--- config.mk ---
export PLATFORM = sky130hd
export DESIGN_NAME = bmu_decoder_top
export DESIGN_NICKNAME = d
export VERILOG_FILES = /design/src/verilog/bmu_decode_pkg.sv /design/src/verilog/bmu_imm_decoder.sv /design/src/verilog/bmu_reg_decoder.sv /design/src/verilog/bmu_decode_stage.sv /design/src/verilog/bmu_decoder_top.sv
export VERILOG_INCLUDE_DIRS = /design/src /design/src/verilog
export SDC_FILE = /design/constraint.sdc
export NUM_CORES = 1
export LEC_CHECK = 0
export BUFFER_PORTS_ARGS = -buffer_cell sky130_fd_sc_hd__buf_2
export CAP_MARGIN = 20
export CORE_MARGIN = 5
export CORE_UTILIZATION = 40
export CTS_BUF_LIST = sky130_fd_sc_hd__clkbuf_16
export DETAILED_ROUTE_END_ITERATION = 6
export PLACE_DENSITY = 0.64
export SKIP_CTS_REPAIR_TIMING = 1
export SYNTH_ARGS = -nofsm -noshare
export SYNTH_HDL_FRONTEND = slang
export SYNTH_HIERARCHICAL = 1
export SYNTH_SLANG_ARGS = --single-unit
--- constraint.sdc ---
create_clock -name clk_i -period 5.17 [get_ports clk_i]
set_input_delay 0 -clock clk_i [delete_from_list [all_inputs] [get_ports clk_i]]
set_output_delay 0 -clock clk_i [all_outputs]
set_load 0.02 [all_outputs]
--- src/verilog/bmu_macros.svh ---
`ifndef BMU_MACROS_SVH
`define BMU_MACROS_SVH

// ------------------------------
// Datapath widths
// ------------------------------

`define BMU_XLEN 32
`define BMU_REG_ADDR_W 5
`define BMU_INSTR_W 32

// ------------------------------
// R-type instruction fields
// ------------------------------

`define BMU_FUNCT7_W 7
`define BMU_FUNCT3_W 3
`define BMU_MAJOR_W 5
`define BMU_LOW_W 2

// Width of the funct7 and rs2 fields taken together
`define BMU_IMM12_W 12

`endif

--- src/verilog/bmu_decode_pkg.sv ---
`include "bmu_macros.svh"

package bmu_decode_pkg;

    // ------------------------------
    // Instruction view
    // ------------------------------

    // Bits 6 to 2 of the instruction word
    typedef enum logic [`BMU_MAJOR_W-1:0] {
        OP_IMM = 5'b00100,
        OP     = 5'b01100
    } rv_major_e;

    typedef struct packed {
        logic [`BMU_FUNCT7_W-1:0]   funct7;
        logic [`BMU_REG_ADDR_W-1:0] rs2;
        logic [`BMU_REG_ADDR_W-1:0] rs1;
        logic [`BMU_FUNCT3_W-1:0]   funct3;
        logic [`BMU_REG_ADDR_W-1:0] rd;
        rv_major_e                  major;
        logic [`BMU_LOW_W-1:0]      low_bits;
    } bmu_instr_t;

    // ------------------------------
    // Micro-op encoding
    // ------------------------------

    typedef enum logic [2:0] {
        NONE,
        LOGICOP,
        COUNT,
        EXTEND,
        ROTATE,
        BYTEOP,
        SHADD,
        COMPARE
    } bmu_op_type_e;

    // Immediate and register forms of an operation share one opcode
    typedef enum logic [4:0] {
        NOP = 5'd0,
        BSET,
        BCLR,
        BINV,
        BEXT,
        ROL,
        ROR,
        CLZ,
        CTZ,
        CPOP,
        SEXTB,
        SEXTH,
        ZEXTH,
        REV8,
        ORCB,
        SH1ADD,
        SH2ADD,
        SH3ADD,
        MIN,
        MINU,
        MAX,
        MAXU,
        ANDN,
        ORN,
        XNOR
    } bmu_opcode_e;

    typedef struct packed {
        bmu_op_type_e op_type;
        bmu_opcode_e  opcode;
    } bmu_uop_t;

    // Register fields are zero when the operation does not use them
    typedef struct packed {
        bmu_uop_t                   uop;
        logic [`BMU_REG_ADDR_W-1:0] rs1;
        logic [`BMU_REG_ADDR_W-1:0] rs2;
        logic [`BMU_REG_ADDR_W-1:0] rd;
        logic [`BMU_XLEN-1:0]       imm;
        logic                       imm_valid;
        logic                       illegal;
    } bmu_decoded_t;

endpackage

--- src/verilog/bmu_imm_decoder.sv ---
`timescale 1ns/1ps

`include "bmu_macros.svh"

module bmu_imm_decoder
    import bmu_decode_pkg::*;
(
    input  bmu_instr_t   instr_i,
    output bmu_decoded_t dec_o,
    output logic         illegal_o
);

    // Upper twelve bits of REV8 and ORC.B are fixed encodings
    localparam logic [`BMU_IMM12_W-1:0] REV8_IMM = 12'b011010011000;
    localparam logic [`BMU_IMM12_W-1:0] ORCB_IMM = 12'b001010000111;

    bmu_uop_t uop;
    logic     use_imm;
    logic     illegal;

    logic [`BMU_IMM12_W-1:0] upper_bits;

    assign upper_bits = {instr_i.funct7, instr_i.rs2};

    // ------------------------------
    // Field decode
    // ------------------------------

    always_comb begin
        uop     = '{NONE, NOP};
        use_imm = 1'b0;
        illegal = 1'b0;

        case (instr_i.funct3)
            3'b001: begin
                case (instr_i.funct7)
                    7'b0010100: begin
                        uop     = '{LOGICOP, BSET};
                        use_imm = 1'b1;
                    end
                    7'b0100100: begin
                        uop     = '{LOGICOP, BCLR};
                        use_imm = 1'b1;
                    end
                    7'b0110100: begin
                        uop     = '{LOGICOP, BINV};
                        use_imm = 1'b1;
                    end
                    // Unary group, the rs2 field picks the operation
                    7'b0110000: begin
                        case (instr_i.rs2)
                            5'd0: uop = '{COUNT, CLZ};
                            5'd1: uop = '{COUNT, CTZ};
                            5'd2: uop = '{COUNT, CPOP};
                            5'd4: uop = '{EXTEND, SEXTB};
                            5'd5: uop = '{EXTEND, SEXTH};
                            default: illegal = 1'b1;
                        endcase
                    end
                    default: illegal = 1'b1;
                endcase
            end

            3'b101: begin
                if (upper_bits == REV8_IMM) begin
                    uop = '{BYTEOP, REV8};
                end else if (upper_bits == ORCB_IMM) begin
                    uop = '{BYTEOP, ORCB};
                end else begin
                    case (instr_i.funct7)
                        7'b0100100: begin
                            uop     = '{LOGICOP, BEXT};
                            use_imm = 1'b1;
                        end
                        7'b0110000: begin
                            uop     = '{ROTATE, ROR};
                            use_imm = 1'b1;
                        end
                        default: illegal = 1'b1;
                    endcase
                end
            end

            default: illegal = 1'b1;
        endcase
    end

    // ------------------------------
    // Packet
    // ------------------------------

    // Every OP-IMM form reads rs1, the shift amount sits in the rs2 field
    assign dec_o.uop       = uop;
    assign dec_o.rs1       = instr_i.rs1;
    assign dec_o.rs2       = '0;
    assign dec_o.rd        = instr_i.rd;
    assign dec_o.imm       = use_imm ?
                             {{(`BMU_XLEN-`BMU_REG_ADDR_W){1'b0}}, instr_i.rs2} : '0;
    assign dec_o.imm_valid = use_imm;
    assign dec_o.illegal   = illegal;

    assign illegal_o = illegal;

endmodule

--- src/verilog/bmu_reg_decoder.sv ---
`timescale 1ns/1ps

module bmu_reg_decoder
    import bmu_decode_pkg::*;
(
    input  bmu_instr_t   instr_i,
    output bmu_decoded_t dec_o,
    output logic         illegal_o
);

    bmu_uop_t uop;
    logic     use_rs2;
    logic     illegal;

    // ------------------------------
    // Field decode
    // ------------------------------

    always_comb begin
        uop     = '{NONE, NOP};
        use_rs2 = 1'b1;
        illegal = 1'b0;

        case (instr_i.funct3)
            3'b001: begin
                case (instr_i.funct7)
                    7'b0010100: uop = '{LOGICOP, BSET};
                    7'b0100100: uop = '{LOGICOP, BCLR};
                    7'b0110100: uop = '{LOGICOP, BINV};
                    7'b0110000: uop = '{ROTATE, ROL};
                    default: illegal = 1'b1;
                endcase
            end

            3'b010: begin
                if (instr_i.funct7 == 7'b0010000) begin
                    uop = '{SHADD, SH1ADD};
                end else begin
                    illegal = 1'b1;
                end
            end

            3'b100: begin
                case (instr_i.funct7)
                    7'b0010000: uop = '{SHADD, SH2ADD};
                    7'b0000101: uop = '{COMPARE, MIN};
                    7'b0100000: uop = '{LOGICOP, XNOR};
                    // ZEXT.H is unary and keeps rs2 at zero
                    7'b0000100: begin
                        uop     = '{EXTEND, ZEXTH};
                        use_rs2 = 1'b0;
                        illegal = (instr_i.rs2 != '0);
                    end
                    default: illegal = 1'b1;
                endcase
            end

            3'b101: begin
                case (instr_i.funct7)
                    7'b0000101: uop = '{COMPARE, MINU};
                    7'b0100100: uop = '{LOGICOP, BEXT};
                    7'b0110000: uop = '{ROTATE, ROR};
                    default: illegal = 1'b1;
                endcase
            end

            3'b110: begin
                case (instr_i.funct7)
                    7'b0000101: uop = '{COMPARE, MAX};
                    7'b0010000: uop = '{SHADD, SH3ADD};
                    7'b0100000: uop = '{LOGICOP, ORN};
                    default: illegal = 1'b1;
                endcase
            end

            3'b111: begin
                case (instr_i.funct7)
                    7'b0100000: uop = '{LOGICOP, ANDN};
                    7'b0000101: uop = '{COMPARE, MAXU};
                    default: illegal = 1'b1;
                endcase
            end

            default: illegal = 1'b1;
        endcase
    end

    // ------------------------------
    // Packet
    // ------------------------------

    assign dec_o.uop       = uop;
    assign dec_o.rs1       = instr_i.rs1;
    assign dec_o.rs2       = use_rs2 ? instr_i.rs2 : '0;
    assign dec_o.rd        = instr_i.rd;
    // Register forms never carry an immediate
    assign dec_o.imm       = '0;
    assign dec_o.imm_valid = 1'b0;
    assign dec_o.illegal   = illegal;

    assign illegal_o = illegal;

endmodule

--- src/verilog/bmu_decode_stage.sv ---
`timescale 1ns/1ps

module bmu_decode_stage
    import bmu_decode_pkg::*;
(
    input  logic         clk_i,
    input  logic         rst_i,

    input  logic         instr_valid_i,
    output logic         instr_ready_o,
    input  bmu_instr_t   instr_i,

    input  bmu_decoded_t imm_dec_i,
    input  bmu_decoded_t reg_dec_i,
    input  logic         imm_illegal_i,
    input  logic         reg_illegal_i,

    output logic         dec_valid_o,
    input  logic         dec_ready_i,
    output bmu_decoded_t dec_o
);

    bmu_decoded_t sel_dec;
    bmu_decoded_t next_dec;
    logic         sel_illegal;
    logic         illegal;

    bmu_decoded_t out_q;
    logic         out_valid_q;
    logic         accept;

    // ------------------------------
    // Decoder select and legality
    // ------------------------------

    always_comb begin
        case (instr_i.major)
            OP_IMM: begin
                sel_dec     = imm_dec_i;
                sel_illegal = imm_illegal_i;
            end
            OP: begin
                sel_dec     = reg_dec_i;
                sel_illegal = reg_illegal_i;
            end
            default: begin
                sel_dec     = '0;
                sel_illegal = 1'b1;
            end
        endcase
    end

    // Compressed encodings land here as well, through the low bits
    assign illegal = sel_illegal | (instr_i.low_bits != 2'b11);

    always_comb begin
        next_dec = '0;
        if (illegal) begin
            next_dec.illegal = 1'b1;
        end else begin
            next_dec         = sel_dec;
            next_dec.illegal = 1'b0;
        end
    end

    // ------------------------------
    // Output register
    // ------------------------------

    // A new item may enter while the current one leaves
    assign instr_ready_o = !out_valid_q || dec_ready_i;
    assign accept        = instr_valid_i && instr_ready_o;

    always_ff @(posedge clk_i) begin
        if (rst_i) begin
            out_valid_q <= 1'b0;
        end else if (instr_ready_o) begin
            out_valid_q <= instr_valid_i;
        end
    end

    always_ff @(posedge clk_i) begin
        if (accept) begin
            out_q <= next_dec;
        end
    end

    assign dec_valid_o = out_valid_q;
    assign dec_o       = out_q;

endmodule

--- src/verilog/bmu_decoder_top.sv ---
`timescale 1ns/1ps

module bmu_decoder_top
    import bmu_decode_pkg::*;
(
    input  logic         clk_i,
    input  logic         rst_i,

    input  logic         instr_valid_i,
    input  bmu_instr_t   instr_i,
    output logic         instr_ready_o,

    output logic         dec_valid_o,
    output bmu_decoded_t dec_o,
    input  logic         dec_ready_i
);

    bmu_decoded_t imm_dec;
    bmu_decoded_t reg_dec;
    logic         imm_illegal;
    logic         reg_illegal;

    // Both decoders see every word, the stage picks one by major opcode
    bmu_imm_decoder u_imm_decoder (
        .instr_i   (instr_i),
        .dec_o     (imm_dec),
        .illegal_o (imm_illegal)
    );

    bmu_reg_decoder u_reg_decoder (
        .instr_i   (instr_i),
        .dec_o     (reg_dec),
        .illegal_o (reg_illegal)
    );

    bmu_decode_stage u_decode_stage (
        .clk_i         (clk_i),
        .rst_i         (rst_i),
        .instr_valid_i (instr_valid_i),
        .instr_ready_o (instr_ready_o),
        .instr_i       (instr_i),
        .imm_dec_i     (imm_dec),
        .reg_dec_i     (reg_dec),
        .imm_illegal_i (imm_illegal),
        .reg_illegal_i (reg_illegal),
        .dec_valid_o   (dec_valid_o),
        .dec_ready_i   (dec_ready_i),
        .dec_o         (dec_o)
    );

endmodule

==> results.yml <==
drt:
  vias: 3816
  first_pass_iters: 5
  wirelength_um: 11800
  vias_per_cell: 5.185
  post_drt_wl_per_cell_um: 16.03
  drc_errors: 0
  drt_iter0_drc: 397
  ant_nets: 0
finish:
  fin_nets: 595
  regArea_um2: 1732
  drive_gt1_share_pct: 28.37
  nFillCells: 1170
  antenna_cells: 0
  stdcell_count: 736
  syn_to_final_growth_pct: 9.498
  multi_input_area_um2: 2668
logic_synthesis:
  ys_warn_count: 6
  syn_inst: 515
  postSynthAreaPerCell_um2: 9.772
  synth.cell_area_um2: 5032
global_route:
  first_global_vias: 3667
  gr-total-overflow: 0
  antenna_found_initial: 1
  grt_pass1_wl_um: 18970
  groute.usage.overall_pct: 15.91
  grt_max_degree: 80
cts:
  cts.sinks: 58
  cts_made_buffers: 9
  worstSkewPairLatency_ps: 320
  root_buffer: "clkbuf_16"
  clock_path_buffers: 2
  cts_max_level: 3
  cts_tree: "built"
  clk_pin_slew_worst_paths_ps: 50
timing:
  maxSlewViolCount: 0
  tns_ps: 0
  rsz0062_at_grt: "no"
  hold_violations: 0
  fin_crit_ps: 2707
  fin_skew_ps: 4.139
  fin_crit_sh_pct: 52.37
  setup_viol: 0
  tightest_slew_ps: 876.0
  relSlewSlack_pct: 41.15
  fmax_mhz: 369.4
worst_setup_path:
  start_kind: "input pin"
  end_kind: "flip-flop"
  cp_num_buf_inv: 2
  max_stage_delay_ps: 700
  crit_fanout: 57
  cp_slowest_cell: "nor4_2"
  worstPathCellList: "buf_2, nor4_2, nand3_1, a32oi_1, o221ai_1, and2_2, buf_4, or4_1"
  reg2reg_slack_ps: 3640
  cp.arrival_ps: 2770
  critPathKind: "in2reg"
  cp_top_family: "simple AND/OR/NAND/NOR gates"
  worstPathRequired_ps: 5230
run_status:
  status: "finished, final reports clean"
place:
  dp.cells: 717
  io_buffers: 94
  dp_hpwl_um: 7579
  gp_congestion: 0.8868
power_and_ir_drop:
  power_mw: 1.420
  leakage_nw: 1.878
  power_density_nw_per_um2: 257.8
  ir_worst_vdd_mv: 0.1643
hold_path:
  min_path_type: "in2reg"
floorplan:
  core_area_um2: 12470
  placementRows: 41
  dieArea_um2: 14920
  start_util_pct: 40.37
  dieWidth_um: 122.2
  die_h_um: 122.2
  top_level_ports: 95
flow_run:
  cap_violations: 0
## worst reg2reg max path: cells and delay by family (launching register included)
kind	cells	cell delay, ps
buffers and inverters	1	570
DFF	1	300
and+or+nand+nor	2	230
## layout by cell type, fill, tap and decap left out, types with 4 or more instances in the layout
cell type   n
xnor2_1     4
buf_4       5
a2111oi_1  22
clkbuf_16   9
and2_1      9
nor2_1     16
nand3_1     8
a2111oi_2  31
o21ai_0    10
nand2_1    68
or3b_1     56
a21oi_1     8
conb_1     66
nand2b_1    5
nor2b_1     8
nand4_1     6
buf_2      94
nor3_1      5
edfxtp_1   57
inv_1       4
## report_power, final
part | leakage [nW] | internal (mW) | switching (mW)
clock | 0.164 | 0.465 | 0.205
sequential | 0.571 | 0.540 | 0.00754
combinational | 1.14 | 0.0561 | 0.147
total | 1.88 | 1.06 | 0.359
## flip-flops by register name, indices dropped and copies added, names as in the netlist
name / flops
u_decode_stage/dec_valid_o: 1
u_decode_stage/dec_o: 57
## layer usage
layer	track usage [%]	routed length (um)	vias up
met5	0	13	-
met4	4.409	148	2
met3	3.807	777	18
met2	26.66	5786	107
met1	20.55	5069	1801
li1	-	-	1888
## final cells by class
type	count	area share [%]
multi-input combinational	384	48.41
clock inverter	7	1.953
clock buffer	9	4.087
inverter	4	0.2725
sequential	58	31.43
timing repair buffer	102	9.946
tap	172	3.906
## per-stage QoR
| step | hold slack (ps) | setup slack, ps | area (um^2) | utilization (%) |
|---|---|---|---|---|
| after floorplan | 69.07 | 2741 | 5273 | - |
| after global placement | 152.7 | 2217 | 5137 | 41.21 |
| after detailed placement | 164.9 | 2176 | 5137 | 41.21 |
| after CTS | -182.5 | 2518 | 5470 | 43.88 |
| after global routing | 73.19 | 2237 | 5510 | 44.20 |
| final | 67.95 | 2463 | 5510 | 44.20 |
## worst paths after layout
| kind | start | depth (start not counted) | to |
|---|---|---|---|
| setup / recovery | instr_i[31] | 8 | u_decode_stage/dec_o[0] |
| hold / removal | instr_i[17] | 3 | u_decode_stage/dec_o[46] |
| setup reg to reg | u_decode_stage/dec_valid_o | 3 | u_decode_stage/dec_o[31] |
| hold reg to reg | u_decode_stage/dec_valid_o | 3 | u_decode_stage/dec_valid_o |
Note: power is estimated with default switching activity, not from simulation.
